--- src/cpu_pkg.sv ---
package cpu_pkg;

    localparam int xlen       = 32;
    localparam int reg_addr_w = 5;
    localparam int funct3_w   = 3;
    localparam int rm_w       = 3;
    localparam int funct5_w   = 5;

    typedef enum logic [2:0] {IMM_I, IMM_S, IMM_B, IMM_U, IMM_J} imm_src_t;

    typedef enum logic [1:0] {ALU_OP_ADD, ALU_OP_SUB, ALU_OP_FUNCT} alu_op_t;

    typedef enum logic [3:0] {
        ADD, SUB, AND, OR, XOR, SLT, SLTU, SLL, SRL, SRA
    } alu_ctrl_t;

    typedef enum logic [2:0] {
        RES_ALU, RES_MEM, RES_PC4, RES_IMM, RES_FMV_X_W, RES_FMV_W_X, RES_FPU
    } result_src_t;

    // select codes read by the operand muxes in dispatch
    typedef enum logic [2:0] {
        FWD_RF    = 3'b111,
        FWD_WB    = 3'b001,
        FWD_PC4_E = 3'b010, // jal/jalr ahead
        FWD_IMM_E = 3'b100, // lui ahead
        FWD_FMV_E = 3'b101  // fmv.x.w ahead
    } fwd_int_t;

    typedef enum logic [1:0] {
        FWD_F_RF    = 2'b00,
        FWD_F_WB    = 2'b01,
        FWD_F_MVX_E = 2'b11 // fmv.w.x ahead
    } fwd_fpu_t;

    typedef struct packed {
        logic                jump;
        logic                rs_fpu;
        logic                alu_src;
        logic                store_src;
        logic                reg_write;
        logic                fpu_reg_write;
        result_src_t         result_src;
        imm_src_t            imm_src;
        alu_op_t             alu_op;
        logic [funct3_w-1:0] funct3;
    } control_decode_t;

    typedef struct packed {
        logic [xlen-1:0]       instr;
        logic [xlen-1:0]       pc;
        logic [xlen-1:0]       pc_plus4;
        logic [reg_addr_w-1:0] rs1;
        logic [reg_addr_w-1:0] rs2;
        logic [reg_addr_w-1:0] rs3;
        logic [reg_addr_w-1:0] rd;
        logic [xlen-1:0]       rd1;
        logic [xlen-1:0]       rd2;
        logic [xlen-1:0]       fpu_rd1;
        logic [xlen-1:0]       fpu_rd2;
        logic [xlen-1:0]       fpu_rd3;
        logic [rm_w-1:0]       rm;
        logic [funct5_w-1:0]   funct5;
    } data_decode_t;

    typedef struct packed {
        logic        jump;
        logic        rs_fpu;
        logic        alu_src;
        logic        store_src;
        logic        reg_write;
        logic        fpu_reg_write;
        result_src_t result_src;
        alu_ctrl_t   alu_control;
    } control_dispatch_t;

    typedef struct packed {
        logic [xlen-1:0]       pc;
        logic [xlen-1:0]       pc_plus4;
        logic [reg_addr_w-1:0] rs1;
        logic [reg_addr_w-1:0] rs2;
        logic [reg_addr_w-1:0] rs3;
        logic [reg_addr_w-1:0] rd;
        logic [xlen-1:0]       imm_ext;
        logic [xlen-1:0]       rd1;
        logic [xlen-1:0]       rd2;
        logic [xlen-1:0]       fpu_rd1;
        logic [xlen-1:0]       fpu_rd2;
        logic [xlen-1:0]       fpu_rd3;
        logic [rm_w-1:0]       rm;
        logic [funct5_w-1:0]   funct5;
    } data_dispatch_t;

    typedef struct packed {
        logic [reg_addr_w-1:0] rd_e;
        logic                  reg_write_e;
        logic                  fpu_reg_write_e;
        result_src_t           result_src_e;
        logic [xlen-1:0]       pc_plus4_e;
        logic [xlen-1:0]       imm_ext_e;
        logic [xlen-1:0]       rd1_e;
        logic [xlen-1:0]       fpu_rd1_e;
    } exec_fwd_t;

    typedef struct packed {
        logic [reg_addr_w-1:0] rd_w;
        logic                  reg_write_w;
        logic                  fpu_reg_write_w;
        logic [xlen-1:0]       result_w;
    } wb_fwd_t;

endpackage

--- src/alu_decoder.sv ---
`timescale 1ns/10ps

module alu_decoder import cpu_pkg::*; (
    input  alu_op_t             alu_op,
    input  logic [funct3_w-1:0] funct3,
    input  logic                op_5_xor_6,
    input  logic                funct7_5,
    output alu_ctrl_t           alu_control
);

    logic r_type_sub;

    // op[5]^op[6] is set only for the R-type opcode
    assign r_type_sub = op_5_xor_6 & funct7_5;

    always_comb begin
        case (alu_op)
            ALU_OP_ADD: alu_control = ADD; // loads, stores, addressing
            ALU_OP_SUB: alu_control = SUB; // branches
            ALU_OP_FUNCT: begin
                case (funct3)
                    3'b000:  alu_control = r_type_sub ? SUB : ADD;
                    3'b001:  alu_control = SLL;
                    3'b010:  alu_control = SLT;
                    3'b011:  alu_control = SLTU;
                    3'b100:  alu_control = XOR;
                    // srai and sra both carry bit 30
                    3'b101:  alu_control = funct7_5 ? SRA : SRL;
                    3'b110:  alu_control = OR;
                    3'b111:  alu_control = AND;
                    default: alu_control = ADD;
                endcase
            end
            default: alu_control = ADD;
        endcase
    end

endmodule

--- src/dispatch.sv ---
`timescale 1ns/10ps

module dispatch import cpu_pkg::*; (
    input  control_decode_t   control_decode,
    input  data_decode_t      data_decode,
    input  exec_fwd_t         exec_fwd,
    input  wb_fwd_t           wb_fwd,
    input  fwd_int_t          forward_rd1,
    input  fwd_int_t          forward_rd2,
    input  fwd_fpu_t          forward_fpu_rd1,
    input  fwd_fpu_t          forward_fpu_rd2,
    input  fwd_fpu_t          forward_fpu_rd3,
    output control_dispatch_t control_dispatch,
    output data_dispatch_t    data_dispatch
);

    logic [xlen-1:0] imm_ext;
    alu_ctrl_t       alu_control;

    function automatic logic [xlen-1:0] int_mux(input fwd_int_t sel,
                                                input logic [xlen-1:0] rf_val,
                                                input exec_fwd_t e,
                                                input wb_fwd_t w);
        case (sel)
            FWD_WB:    int_mux = w.result_w;
            FWD_PC4_E: int_mux = e.pc_plus4_e;
            FWD_IMM_E: int_mux = e.imm_ext_e;
            FWD_FMV_E: int_mux = e.fpu_rd1_e;
            default:   int_mux = rf_val;
        endcase
    endfunction

    function automatic logic [xlen-1:0] fpu_mux(input fwd_fpu_t sel,
                                                input logic [xlen-1:0] rf_val,
                                                input exec_fwd_t e,
                                                input wb_fwd_t w);
        case (sel)
            FWD_F_WB:    fpu_mux = w.result_w;
            FWD_F_MVX_E: fpu_mux = e.rd1_e; // integer source of fmv.w.x
            default:     fpu_mux = rf_val;
        endcase
    endfunction

    extend u_extend (
        .instr   (data_decode.instr),
        .imm_src (control_decode.imm_src),
        .imm_ext (imm_ext)
    );

    alu_decoder u_alu_decoder (
        .alu_op      (control_decode.alu_op),
        .funct3      (control_decode.funct3),
        .op_5_xor_6  (data_decode.instr[5] ^ data_decode.instr[6]),
        .funct7_5    (data_decode.instr[30]),
        .alu_control (alu_control)
    );

    always_comb begin
        control_dispatch.jump          = control_decode.jump;
        control_dispatch.rs_fpu        = control_decode.rs_fpu;
        control_dispatch.alu_src       = control_decode.alu_src;
        control_dispatch.store_src     = control_decode.store_src;
        control_dispatch.reg_write     = control_decode.reg_write;
        control_dispatch.fpu_reg_write = control_decode.fpu_reg_write;
        control_dispatch.result_src    = control_decode.result_src;
        control_dispatch.alu_control   = alu_control;
    end

    always_comb begin
        data_dispatch.pc       = data_decode.pc;
        data_dispatch.pc_plus4 = data_decode.pc_plus4;
        data_dispatch.rs1      = data_decode.rs1;
        data_dispatch.rs2      = data_decode.rs2;
        data_dispatch.rs3      = data_decode.rs3;
        data_dispatch.rd       = data_decode.rd;
        data_dispatch.imm_ext  = imm_ext;
        data_dispatch.rd1      = int_mux(forward_rd1, data_decode.rd1, exec_fwd, wb_fwd);
        data_dispatch.rd2      = int_mux(forward_rd2, data_decode.rd2, exec_fwd, wb_fwd);
        data_dispatch.fpu_rd1  = fpu_mux(forward_fpu_rd1, data_decode.fpu_rd1, exec_fwd, wb_fwd);
        data_dispatch.fpu_rd2  = fpu_mux(forward_fpu_rd2, data_decode.fpu_rd2, exec_fwd, wb_fwd);
        data_dispatch.fpu_rd3  = fpu_mux(forward_fpu_rd3, data_decode.fpu_rd3, exec_fwd, wb_fwd);
        data_dispatch.rm       = data_decode.rm;
        data_dispatch.funct5   = data_decode.funct5;
    end

endmodule

--- src/dispatch_reg.sv ---
`timescale 1ns/10ps

module dispatch_reg import cpu_pkg::*; (
    input  logic            clk,
    input  logic            reset,
    input  logic            stall,
    input  logic            flush,
    input  control_decode_t control_decode,
    input  data_decode_t    data_decode,
    output control_decode_t control_q,
    output data_decode_t    data_q,
    output logic            in_dispatch
);

    // flush beats stall on the control side
    always_ff @(posedge clk) begin
        if (reset || flush) begin
            control_q   <= '0; // bubble with no writes and no jump
            in_dispatch <= 1'b0;
        end else if (!stall) begin
            control_q   <= control_decode;
            in_dispatch <= 1'b1;
        end
    end

    // payload only follows the stall
    always_ff @(posedge clk) begin
        if (!stall)
            data_q <= data_decode;
    end

endmodule

--- src/dispatch_stage.sv ---
`timescale 1ns/10ps

module dispatch_stage import cpu_pkg::*; (
    input  logic              clk,
    input  logic              reset,
    input  logic              stall,
    input  logic              flush,
    input  control_decode_t   control_decode,
    input  data_decode_t      data_decode,
    input  exec_fwd_t         exec_fwd,
    input  wb_fwd_t           wb_fwd,
    output control_dispatch_t control_dispatch,
    output data_dispatch_t    data_dispatch,
    output logic              in_dispatch
);

    control_decode_t control_q;
    data_decode_t    data_q;
    fwd_int_t        forward_rd1;
    fwd_int_t        forward_rd2;
    fwd_fpu_t        forward_fpu_rd1;
    fwd_fpu_t        forward_fpu_rd2;
    fwd_fpu_t        forward_fpu_rd3;

    dispatch_reg u_dispatch_reg (
        .clk            (clk),
        .reset          (reset),
        .stall          (stall),
        .flush          (flush),
        .control_decode (control_decode),
        .data_decode    (data_decode),
        .control_q      (control_q),
        .data_q         (data_q),
        .in_dispatch    (in_dispatch)
    );

    forward_select u_forward_select (
        .rs1             (data_q.rs1),
        .rs2             (data_q.rs2),
        .rs3             (data_q.rs3),
        .rs_fpu          (control_q.rs_fpu),
        .exec_fwd        (exec_fwd),
        .wb_fwd          (wb_fwd),
        .forward_rd1     (forward_rd1),
        .forward_rd2     (forward_rd2),
        .forward_fpu_rd1 (forward_fpu_rd1),
        .forward_fpu_rd2 (forward_fpu_rd2),
        .forward_fpu_rd3 (forward_fpu_rd3)
    );

    dispatch u_dispatch (
        .control_decode   (control_q),
        .data_decode      (data_q),
        .exec_fwd         (exec_fwd),
        .wb_fwd           (wb_fwd),
        .forward_rd1      (forward_rd1),
        .forward_rd2      (forward_rd2),
        .forward_fpu_rd1  (forward_fpu_rd1),
        .forward_fpu_rd2  (forward_fpu_rd2),
        .forward_fpu_rd3  (forward_fpu_rd3),
        .control_dispatch (control_dispatch),
        .data_dispatch    (data_dispatch)
    );

endmodule

--- src/extend.sv ---
`timescale 1ns/10ps

module extend import cpu_pkg::*; (
    input  logic [xlen-1:0] instr,
    input  imm_src_t        imm_src,
    output logic [xlen-1:0] imm_ext
);

    logic sign;

    assign sign = instr[xlen-1];

    always_comb begin
        case (imm_src)
            IMM_I: imm_ext = {{(xlen-12){sign}}, instr[31:20]};
            IMM_S: imm_ext = {{(xlen-12){sign}}, instr[31:25], instr[11:7]};
            // branch offset with bit 0 always zero
            IMM_B: begin
                imm_ext = {{(xlen-12){sign}}, instr[7], instr[30:25],
                           instr[11:8], 1'b0};
            end
            IMM_U: imm_ext = {instr[31:12], 12'b0}; // lui/auipc upper bits
            IMM_J: begin
                imm_ext = {{(xlen-20){sign}}, instr[19:12], instr[20],
                           instr[30:21], 1'b0};
            end
            default: imm_ext = '0;
        endcase
    end

endmodule

--- src/forward_select.sv ---
`timescale 1ns/10ps

module forward_select import cpu_pkg::*; (
    input  logic [reg_addr_w-1:0] rs1,
    input  logic [reg_addr_w-1:0] rs2,
    input  logic [reg_addr_w-1:0] rs3,
    input  logic                  rs_fpu,
    input  exec_fwd_t             exec_fwd,
    input  wb_fwd_t               wb_fwd,
    output fwd_int_t              forward_rd1,
    output fwd_int_t              forward_rd2,
    output fwd_fpu_t              forward_fpu_rd1,
    output fwd_fpu_t              forward_fpu_rd2,
    output fwd_fpu_t              forward_fpu_rd3
);

    function automatic fwd_int_t int_sel(input logic [reg_addr_w-1:0] rs,
                                         input exec_fwd_t e,
                                         input wb_fwd_t w);
        logic e_hit;
        logic w_hit;
        e_hit   = e.reg_write_e && (e.rd_e == rs);
        w_hit   = w.reg_write_w && (w.rd_w == rs);
        int_sel = FWD_RF;
        if (rs != '0) begin // x0 reads zero
            if (e_hit && e.result_src_e == RES_PC4)
                int_sel = FWD_PC4_E;
            else if (e_hit && e.result_src_e == RES_IMM)
                int_sel = FWD_IMM_E;
            else if (e_hit && e.result_src_e == RES_FMV_X_W)
                int_sel = FWD_FMV_E;
            else if (w_hit)
                int_sel = FWD_WB;
        end
    endfunction

    function automatic fwd_fpu_t fpu_sel(input logic [reg_addr_w-1:0] rs,
                                         input exec_fwd_t e,
                                         input wb_fwd_t w);
        fpu_sel = FWD_F_RF;
        if (e.fpu_reg_write_e && e.rd_e == rs && e.result_src_e == RES_FMV_W_X)
            fpu_sel = FWD_F_MVX_E;
        else if (w.fpu_reg_write_w && w.rd_w == rs) // f0 is a real register
            fpu_sel = FWD_F_WB;
    endfunction

    // integer slots only for integer sources, fpu slots only for fpu sources
    assign forward_rd1     = rs_fpu ? FWD_RF : int_sel(rs1, exec_fwd, wb_fwd);
    assign forward_rd2     = rs_fpu ? FWD_RF : int_sel(rs2, exec_fwd, wb_fwd);
    assign forward_fpu_rd1 = rs_fpu ? fpu_sel(rs1, exec_fwd, wb_fwd) : FWD_F_RF;
    assign forward_fpu_rd2 = rs_fpu ? fpu_sel(rs2, exec_fwd, wb_fwd) : FWD_F_RF;
    assign forward_fpu_rd3 = rs_fpu ? fpu_sel(rs3, exec_fwd, wb_fwd) : FWD_F_RF;

endmodule

--- config.mk ---
export PLATFORM = sky130hd
export DESIGN_NAME = dispatch_stage
export DESIGN_NICKNAME = d
export VERILOG_FILES = /design/src/cpu_pkg.sv /design/src/alu_decoder.sv /design/src/dispatch.sv /design/src/dispatch_reg.sv /design/src/dispatch_stage.sv /design/src/extend.sv /design/src/forward_select.sv
export SDC_FILE = /design/constraint.sdc
export NUM_CORES = 1
export LEC_CHECK = 0
export BUFFER_PORTS_ARGS = -buffer_cell sky130_fd_sc_hd__buf_2
export CORE_AREA = 2 2 300 302
export DETAILED_ROUTE_END_ITERATION = 16
export DIE_AREA = 0 0 302 304
export GPL_ROUTABILITY_DRIVEN = 0
export GPL_TIMING_DRIVEN = 1
export HOLD_SLACK_MARGIN = 0.06
export SLEW_MARGIN = 30
export SYNTH_ARGS = -nofsm -noshare
export SYNTH_HDL_FRONTEND = slang
export SYNTH_SLANG_ARGS = --single-unit
--- constraint.sdc ---
create_clock -name clk -period 10.66 [get_ports clk]
set_clock_uncertainty 0.15 [all_clocks]
set_input_delay 2.132 -clock clk [delete_from_list [all_inputs] [get_ports clk]]
set_output_delay 2.132 -clock clk [all_outputs]
set_load 0.01 [all_outputs]
* Yosys cells after proc, flatten, opt, wreduce, memory -nomap -nowiden
Index checks and enable logic that the tools add are counted.
Storage, ports and cells: bits in latches 0, bits in registers 302, word-level logic and storage cells 119, output and inout port bits 298, memories kept 0, ROM bits 0, memory bits (writable) 0
Operators by class: shift operators 0, $add $sub $neg 0, bitwise gates (word level) 2, reductions and logical operators 24, equal/unequal tests 37, magnitude comparators 0, divide/modulo/power cells 0, multiply operators 0, muxes and demuxes 31
Operators by type and width (count):
- one-hot mux 32 bit (4 select lines) | 2
- one-hot mux 32 bit (2 select lines) | 3
- one-hot mux 32 bit (5 select lines) | 1
- 2-to-1 mux 3 bit | 12
- == test 3 bit, second input constant | 11
- one-hot mux 4 bit (8 select lines) | 1
- == test 5 bit | 6
- == test 3 x 2 -> 1 bit, second input constant | 8
- logical AND 1 bit | 19
- == test 3 x 1 -> 1 bit, second input constant | 4
- 2-to-1 mux 2 bit | 6
- nonzero test 5 bit | 2
- == test 2 x 1 -> 1 bit, second input constant | 4
- == test 2 bit, second input constant | 4
- one-hot mux 4 bit (2 select lines) | 1
- zero test 3 bit | 2
- 2-to-1 mux 1 bit | 5
- AND 1 bit | 1
- logical OR 1 bit | 1
- bitwise XOR 1 bit | 1

* Longest topological paths before layout
Gate-level depths: netlist (run 1).
word-level depth 10, depth in mapped cells 8, depth with buffers taken out 5

* By module
From an unflattened synthesis (run 1), not the netlist that was laid out.
Second synthesis, totals: cells, all modules 1388, area total of the unflattened synthesis 15687.5 um2
Modules (own cells, without submodules):
- dispatch_reg | instances 1, seq. area each 8888.5 um2, cells each 344, area each 9190.1 um2
- dispatch | instances 1, seq. area each 0.0 um2, cells each 857, area each 5295.1 um2
- extend | instances 1, seq. area each 0.0 um2, cells each 94, area each 540.5 um2
- forward_select | instances 1, seq. area each 0.0 um2, cells each 74, area each 535.5 um2
- alu_decoder | instances 1, seq. area each 0.0 um2, cells each 19, area each 126.4 um2

* Worst setup path before layout (run 1)
OpenSTA, ideal clock, no wires.
kind input -> register, from input port stall, to register, netlist name u_dispatch_reg.data_q[0], cell stages on the path 3, slack 1828 ps, setup time 629 ps, arrival 8053 ps, cell sequence clkbuf_1 > buf_2 > inv_1
RTL lines:
- start, declared | line dispatch_stage.sv:6 | input logic stall,
No word-level cell between the ends.

==> flow_metrics.tcl, run 1 <==
set metrics [dict create \
    min-delay-start "u_dispatch_reg.control_q[13]$_SDFFE_PP0N_" \
    end_kind "output port" \
    post-route-util_pct 22.94 \
    clk_pin_slew_ps 60 \
    leakage_nw 8.925 \
    async_flop_share_pct 0 \
    setup_viol 0 \
    yosysTopAreaCell "edfxtp_1" \
    p_switching_w 0.0008176 \
    dp_cells 2978 \
    clkPwrFrac_pct 40.0 \
    cts_buffer_depth 3 \
    synth_top_cell_area_share_pct 56.54 \
    post-cts-setup-buffers 0 \
    r2r_setup_slack_ps 9360 \
    p_seq_share_pct 45.3 \
    peakVddDrop_uv 137.4 \
    cts.sinks 297 \
    final_cells 3048 \
    drt_iter0_drc 890 \
    fin_total_pwr_w 0.003125 \
    hold_viol 0 \
    hold_path.class "reg2reg" \
    cts_tree "yes" \
    min_period_ps 7628 \
    synthXorXnorAreaFrac_pct 1.832 \
    setup_tns_ps 0 \
    io_pins 780 \
    die_w_um 302 \
    netlist_area_um2 14820 \
    critPathMaxFanout 34 \
    hold_buffers 0 \
    die_area_um2 91810 \
    synth.mux.area_fraction_pct 8.114 \
    grt_pass1_vias 12670 \
    rsz0062_at_grt "false" \
    arrival_ps 5350 \
    vias 12810 \
    wl_per_cell_um 22.77 \
    timing.rr.end "u_dispatch_reg.control_q[7]$_SDFFE_PP0N_" \
    crit_path_start_kind "input pin" \
    synthFlopType "edfxtp_1" \
    synth_compound_area_share_pct 15.37 \
    hold_end "u_dispatch_reg.control_q[13]$_SDFFE_PP0N_" \
    yosysSeqAreaShare_pct 58.97 \
    htree_levels 2 \
    synthSimpleGateAreaFrac_pct 7.219 \
    synth-seq-cells 297 \
    vias_per_cell 4.201 \
    io_buffer_count 774 \
    wl_mm 69.42 \
    groute.usage.overall_pct 14.30 \
    drtAntennaViolNets 0 \
    root_buffer "clkbuf_16" \
    drc 0 \
    core_um2 89050 \
    min_path_cells 2 \
    fillCellCount 9669 \
    path_class "in2out" \
    combPwrFrac_pct 14.8 \
    drv_cap 0 \
    cp.required_ps 8380 \
    synth_area_leaders "edfxtp_1 (57%), mux2i_1 (8.0%), buf_4 (5.2%)" \
    p_per_area_nw_per_um2 153.0 \
    fin_crit_sh_pct 71.56 \
    timing.rr.start "u_dispatch_reg.control_q[7]$_SDFFE_PP0N_" \
    reg2reg_depth 2 \
    grt_pass1_wl_mm 92.97 \
    hold_ws_ps 345.6 \
    synth_top_family_by_area "compound AO/OA/AOI/OAI gates" \
    switching_share_pct 26.16 \
    synth_edf_count 279 \
    syn2layout_area_growth_pct 37.85 \
    syn_nets 1676 \
    yosys_warnings 0 \
    start_util_pct 16.64 \
    yosysUniqueCellTypes 50 \
    syn_inst 1192 \
    max_slew_margin_pct 22.61 \
    drive_gt1_share_pct 48.26 \
    place.detailed.hpwl_mm 53.56 \
    firstDrtPassIters 6 \
    drv_slew 0 \
    synthAdderAreaFrac_pct 0.2364 \
    grt_overflow 0 \
    p_int_w 0.002308 \
    grt_max_degree 145 \
    synth.avg_cell_area_um2 12.43 \
    cts.repair.resized 0 \
    status "completed" \
    insertion_delay_ps 560 \
    max_freq_ghz 0.1311 \
    rows 110 \
    finalNetCount 2323 \
    worstMarginPinSlew_ps 1161 \
    die_h_um 304 \
    synth.most_common_cell "edfxtp_1" \
    antenna_found_initial 25 \
    synth_common_cells "edfxtp_1 (279), nor2_1 (148), mux2i_1 (119), buf_4 (103), a21oi_1 (65)" \
    cts_buffers 35 \
]
-- per-stage QoR --
step	setup WS, ps	cell area, um^2
2_1_floorplan	1828	14820
3_3_place_gp	3019	19250
3_5_place_dp	3009	19250
4_1_cts	2997	20410
5_1_grt	2938	20420
6_report	3032	20430
-- flip-flops by register name, indices dropped and copies added (netlist names) --
signal                      flops
u_dispatch_reg.in_dispatch      1
u_dispatch_reg.control_q       17
u_dispatch_reg.data_q         279
-- cell usage in the layout (no fill, tap or decap), drive strengths merged, types with 6 or more instances in the layout --
cell type  synthesis  routed
o21ai             35      35
diode              0       7
a22oi             31      31
o22ai              8       8
o32a              32      32
clkbuf            43      40
o21a              32      32
nand2             34      34
a21o              11      11
clkinv             0      14
a21oi             85      85
a221o             33      33
dfxtp             18      18
a22o              32      32
edfxtp           279     279
nor3               6       6
nor2             157     157
inv                9      12
buf              144     797
nor2b             14      14
xor2              26      26
mux2i            119     119
-- power by group through the flow --
stage,sequential [W],clock (W),combinational [W]
final,0.00141,0.00125,0.000461
after global routing,0.00142,0.00133,0.000496
after floorplan,0.00143,0,0.000234
after detailed placement,0.00144,0,0.000463
after CTS,0.00141,0.00129,0.000465
after global placement,0.00144,0,0.000460
-- how the worst max path moves through the flow --
stage / from / to / slack [ps] / depth (start not counted)
3_5_place_dp: exec_fwd[130] / data_dispatch[105] / 3010 / 10
4_1_cts: exec_fwd[130] / data_dispatch[105] / 3000 / 10
5_1_grt: exec_fwd[130] / data_dispatch[105] / 2940 / 10
2_1_floorplan: stall / u_dispatch_reg.data_q[0]$_DFFE_PN_ / 1830 / 3
3_3_place_gp: exec_fwd[130] / data_dispatch[105] / 3020 / 10
6_report: exec_fwd[130] / data_dispatch[105] / 3030 / 10
-- routing by layer --
| metal | track usage [%] | wire [um] | vias to the layer above |
|---|---|---|---|
| met4 | 4.858 | 2169 | 12 |
| met3 | 4.976 | 7142 | 124 |
| met2 | 23.53 | 32210 | 754 |
| met1 | 17.26 | 27820 | 6207 |
| met5 | 0 | 76 | - |
| li1 | - | - | 5709 |
-- kinds of logic after synthesis --
| group | after synthesis |
|---|---|
| compound gates | 307 |
| flops | 297 |
| simple gates | 238 |
| buf+inv | 196 |
| mux | 120 |
| xor+xnor | 31 |
| fa+ha+maj | 3 |
-- layout make-up --
class	count	area (um^2)	share of cell area (%)
Multi-Input combinational cell	699	4940	24.18
Clock buffer	40	904.6	4.429
Antenna cell	7	17.52	0.08575
Clock inverter	23	255.2	1.250
Timing Repair Buffer	797	4059	19.87
Tap cell	1176	1471	7.203
Sequential cell	297	8738	42.78
Inverter	9	41.29	0.2021
-- worst max-delay path: stages --
cell and delay (ps):
buf_2 120, nor2b_4 140, buf_4 500, a22o_1 360, nand3_2 90, buf_4 350, a21oi_4 680, buf_4 430
o32a_1 270, buf_2 160
(Power assumes the default switching activity.)
==> run 2: changes to the inputs <==
==> constraint.sdc (replaced) <==
create_clock -name clk -period 6.9 [get_ports clk]
set_clock_uncertainty 0.15 [all_clocks]
set_input_delay 1.38 -clock clk [delete_from_list [all_inputs] [get_ports clk]]
set_output_delay 1.38 -clock clk [all_outputs]
set_load 0.01 [all_outputs]
==> flow_metrics.tcl, run 2 (same netlist as run 1, synthesis figures left out) <==
set metrics [dict create \
    status "completed" \
    setup_tns_ps 0 \
    hold_end "u_dispatch_reg.in_dispatch$_SDFFE_PP0N_" \
    cts_buffers 36 \
    antenna_found_initial 21 \
    place.detailed.hpwl_mm 53.87 \
    final_common_cell "buf_2" \
    max_slew_margin_pct 42.12 \
    post-cts-setup-buffers 0 \
    hold_viol 0 \
    die_h_um 304 \
    dp_cells 2982 \
    cts_buffer_depth 3 \
    largest_reg_flops 279 \
    min_path_cells 2 \
    insertion_delay_ps 560 \
    drc 0 \
    fillCellCount 9586 \
    drive_gt1_share_pct 48.16 \
    end_kind "output port" \
    layout_common_cells "buf_2 (774), edfxtp_1 (279), nor2_1 (148)" \
    finalNetCount 2328 \
    top_regs "u_dispatch_reg.data_q x279, u_dispatch_reg.control_q x17, u_dispatch_reg.in_dispatch x1" \
    die_w_um 302 \
    drv_slew 0 \
    rsz0062_at_grt "false" \
    start_util_pct 16.64 \
    grt_pass1_vias 12610 \
    vias_per_cell 4.119 \
    cts.repair.resized 0 \
    crit_path_start_kind "input pin" \
    drt_iter0_drc 890 \
    groute.usage.overall_pct 14.53 \
    core_um2 89050 \
    arrival_ps 3950 \
    min_period_ps 5480 \
    leakage_nw 8.962 \
    io_pins 780 \
    drv_cap 0 \
    setup_viol 0 \
    wl_mm 70.30 \
    clk_pin_slew_ps 60 \
    grt_overflow 0 \
    reg2reg_depth 2 \
    cts.sinks 297 \
    cts_tree "yes" \
    rows 110 \
    drtAntennaViolNets 0 \
    worstMarginPinSlew_ps 866.5 \
    regMostFlops "u_dispatch_reg.data_q" \
    timing.rr.end "u_dispatch_reg.control_q[6]$_SDFFE_PP0N_" \
    grt_max_degree 107 \
    peakVddDrop_uv 215.3 \
    critPathMaxFanout 33 \
    min-delay-start "u_dispatch_reg.in_dispatch$_SDFFE_PP0N_" \
    dpl_cell_area_um2 19360 \
    path_class "in2out" \
    die_area_um2 91810 \
    vias 12590 \
    hold_buffers 0 \
    r2r_setup_slack_ps 5660 \
    firstDrtPassIters 5 \
    wl_per_cell_um 23.00 \
    fin_area_um2 20540 \
    htree_levels 2 \
    timing.rr.start "u_dispatch_reg.control_q[6]$_SDFFE_PP0N_" \
    hold_path.class "reg2reg" \
    root_buffer "clkbuf_16" \
    cp.required_ps 5370 \
    io_buffer_count 774 \
    max_freq_ghz 0.1825 \
    p_per_area_nw_per_um2 233.7 \
    final_cells 3057 \
    fin_crit_sh_pct 79.42 \
    grt_pass1_wl_mm 94.07 \
    syn2layout_area_growth_pct 38.61 \
]
[run 2: layout make-up]
cell class,instances,area (um^2),area share (%)
multi-input cells,699,4940,24.05
repair buffers,801,4172,20.31
clock inverters,15,140.1,0.6823
diodes,10,25.02,0.1218
well taps,1176,1471,7.164
inverters,9,37.54,0.1827
flip-flops and latches,297,8738,42.54
clock buffers,50,1016,4.946
[run 2: how the worst max path moves through the flow]
stage | start | endpoint | slack (ps) | cells past startpoint
after CTS | wb_fwd[36] | data_dispatch[135] | 1300 | 9
after global routing | wb_fwd[36] | data_dispatch[135] | 1250 | 9
after detailed placement | wb_fwd[36] | data_dispatch[135] | 1310 | 9
final | wb_fwd[36] | data_dispatch[135] | 1420 | 9
after floorplan | stall | u_dispatch_reg.data_q[0]$_DFFE_PN_ | 190 | 3
after global placement | wb_fwd[36] | data_dispatch[135] | 1330 | 9
[run 2: worst max-delay path, cell delays in order]
cell,delay [ps]
buf_2,140
xor2_1,150
nor3_1,300
nand3_2,100
buf_4,330
a21oi_4,660
buf_4,390
o32a_1,300
buf_2,170
[run 2: per-layer routing]
layer / vias to the layer above / track usage [%] / part of all wire, %
met5: - / 0 / 0.053
met4: 6 / 5.296 / 3.6
met3: 105 / 5.069 / 9.9
met2: 732 / 23.82 / 46
met1: 6037 / 17.48 / 41
li1: 5713 / - / -
[run 2: metrics by stage]
stage / setup slack [ps] / hold WS, ps / power, W / utilization [%]
floorplan: 194.1 / 314.7 / 0.002569 / -
global placement: 1330 / 290.7 / 0.002942 / 21.71
detailed placement: 1315 / 294.4 / 0.002950 / 21.74
CTS: 1303 / 303.8 / 0.004875 / 23.04
global route: 1254 / 325.0 / 0.004991 / 23.05
finish: 1420 / 302.8 / 0.004801 / 23.07
[run 2: report_power, final]
part / leakage [nW] / internal (W) / switching, W
logic: 5.53 / 0.000309 / 0.000412
registers: 2.88 / 0.00213 / 0.0000612
clock network: 0.560 / 0.00111 / 0.000787
total: 8.96 / 0.00354 / 0.00126
==> run 3: changes to the inputs <==
==> constraint.sdc (replaced) <==
create_clock -name clk -period 5.45 [get_ports clk]
set_clock_uncertainty 0.15 [all_clocks]
set_input_delay 1.09 -clock clk [delete_from_list [all_inputs] [get_ports clk]]
set_output_delay 1.09 -clock clk [all_outputs]
set_load 0.01 [all_outputs]
==> flow_metrics.tcl, run 3 (same netlist as run 1, synthesis figures left out) <==
set metrics [dict create \
    status "completed" \
    max_freq_ghz 0.2108 \
    final_common_cell "buf_2" \
    wl_per_cell_um 23.63 \
    cts_tree "yes" \
    worstMarginPinSlew_ps 952.2 \
    groute.usage.overall_pct 15.15 \
    antenna_found_initial 25 \
    peakVddDrop_uv 237.3 \
    place.detailed.hpwl_mm 57.44 \
    wl_mm 72.82 \
    drv_slew 0 \
    cp-startpoint "exec_fwd[130]" \
    io_buffer_count 774 \
    p_per_area_nw_per_um2 292.0 \
    slowest_delay_ps 490 \
    hold_path.class "reg2reg" \
    crit_end "data_dispatch[151]" \
    min-delay-start "u_dispatch_reg.in_dispatch$_SDFFE_PP0N_" \
    vias_per_cell 4.150 \
    clkPwrFrac_pct 38.8 \
    setup_tns_ps 0 \
    drt_iter0_drc 797 \
    cts.sinks 297 \
    cp.required_ps 4210 \
    max_slew_margin_pct 36.52 \
    start_util_pct 16.64 \
    cpMostUsedCell "buf_2" \
    grt_overflow 0 \
    path_depth 8 \
    grt_pass1_wl_mm 96.97 \
    insertion_delay_ps 550 \
    timing.rr.start "u_dispatch_reg.control_q[7]$_SDFFE_PP0N_" \
    core_um2 89050 \
    crit_path_start_kind "input pin" \
    setup_viol 0 \
    cts_buffer_depth 3 \
    firstDrtPassIters 5 \
    grt_pass1_vias 13090 \
    rsz0062_at_grt "false" \
    drtAntennaViolNets 0 \
    fin_total_pwr_w 0.006053 \
    drive_gt1_share_pct 48.74 \
    path_class "in2out" \
    finalNetCount 2354 \
    die_h_um 304 \
    clk_pin_slew_ps 50 \
    arrival_ps 3500 \
    path_cells "buf_2, nor2b_4, a22o_1, and3_1, and3b_2, buf_4, a221o_1, buf_2" \
    reg2reg_depth 2 \
    drv_cap 0 \
    dp_slack_ps 697.9 \
    die_w_um 302 \
    root_buffer "clkbuf_16" \
    largest_reg_flops 279 \
    grt_max_degree 85 \
    htree_levels 2 \
    drc 0 \
    switching_share_pct 26.36 \
    critical_path_buf_inv_count 3 \
    layout_common_cells "buf_2 (774), edfxtp_1 (279), nor2_1 (148)" \
    post-route-util_pct 23.28 \
    r2r_setup_slack_ps 4160 \
    leakage_nw 9.074 \
    io_pins 780 \
    min_period_ps 4743 \
    hold_viol 0 \
    end_kind "output port" \
    p_switching_w 0.001595 \
    rows 110 \
    min_path_cells 2 \
    combPwrFrac_pct 15.4 \
    crit_slowest_cell "and3b_2" \
    p_int_w 0.004458 \
    top_regs "u_dispatch_reg.data_q x279, u_dispatch_reg.control_q x17, u_dispatch_reg.in_dispatch x1" \
    vias 12790 \
    fin_crit_sh_pct 87.02 \
    path_delay_family "simple AND/OR/NAND/NOR gates" \
    die_area_um2 91810 \
    post-cts-setup-buffers 0 \
    hold_buffers 0 \
    timing.rr.end "u_dispatch_reg.control_q[7]$_SDFFE_PP0N_" \
    cts_buffers 36 \
    regMostFlops "u_dispatch_reg.data_q" \
    cts.repair.resized 0 \
    fin_ws_ps 707.2 \
    critPathMaxFanout 19 \
    p_seq_share_pct 45.8 \
    syn2layout_area_growth_pct 39.88 \
]
run 3: final cells by class:
cell class,count,area [um^2]
multi-input cells,699,4940
clock inverters,14,128.9
well taps,1176,1471
diodes,8,20.02
repair buffers,827,4399
fillers,9685,68320
flip-flops and latches,297,8738
inverters,9,37.54
clock buffers,52,992.2
run 3: worst min-delay path, cell delays in order (launching register included):
cell and delay (ps):
dfxtp_1 300, inv_1 50, a21oi_1 60
run 3: through the flow:
stage | std cells | hold WS [ps] | instance area, um^2
after CTS | 3073 | 310.3 | 20680
final | 3082 | 305.2 | 20730
after global placement | 3006 | 287.2 | 19530
after floorplan | 1192 | 314.7 | 14860
after global routing | 3078 | 337.9 | 20720
after detailed placement | 3007 | 302.0 | 19560
run 3: power groups by stage:
| stage | sequential, W | combinational [W] | clock (W) |
|---|---|---|---|
| 6_report | 0.00277 | 0.000931 | 0.00235 |
| 5_1_grt | 0.00279 | 0.00100 | 0.00251 |
| 2_1_floorplan | 0.00279 | 0.000461 | 0 |
| 4_1_cts | 0.00277 | 0.000943 | 0.00244 |
| 3_5_place_dp | 0.00282 | 0.000938 | 0 |
| 3_3_place_gp | 0.00281 | 0.000931 | 0 |
run 3: layer usage:
| layer | routed length (um) | share of wire, % | GRT usage, % |
|---|---|---|---|
| met4 | 2494 | 3.4 | 5.929 |
| met5 | 61 | 0.084 | 0 |
| met3 | 5766 | 7.9 | 3.862 |
| met2 | 35170 | 48 | 25.91 |
| met1 | 29330 | 40 | 18.04 |
run 3: worst min-delay path by stage:
stage	endpoint	slack (ps)
after global routing	u_dispatch_reg.in_dispatch$_SDFFE_PP0N_	340
after global placement	u_dispatch_reg.in_dispatch$_SDFFE_PP0N_	290
after CTS	u_dispatch_reg.in_dispatch$_SDFFE_PP0N_	310
after detailed placement	u_dispatch_reg.in_dispatch$_SDFFE_PP0N_	300
after floorplan	u_dispatch_reg.control_q[10]$_SDFFE_PP0N_	310
final	u_dispatch_reg.in_dispatch$_SDFFE_PP0N_	310
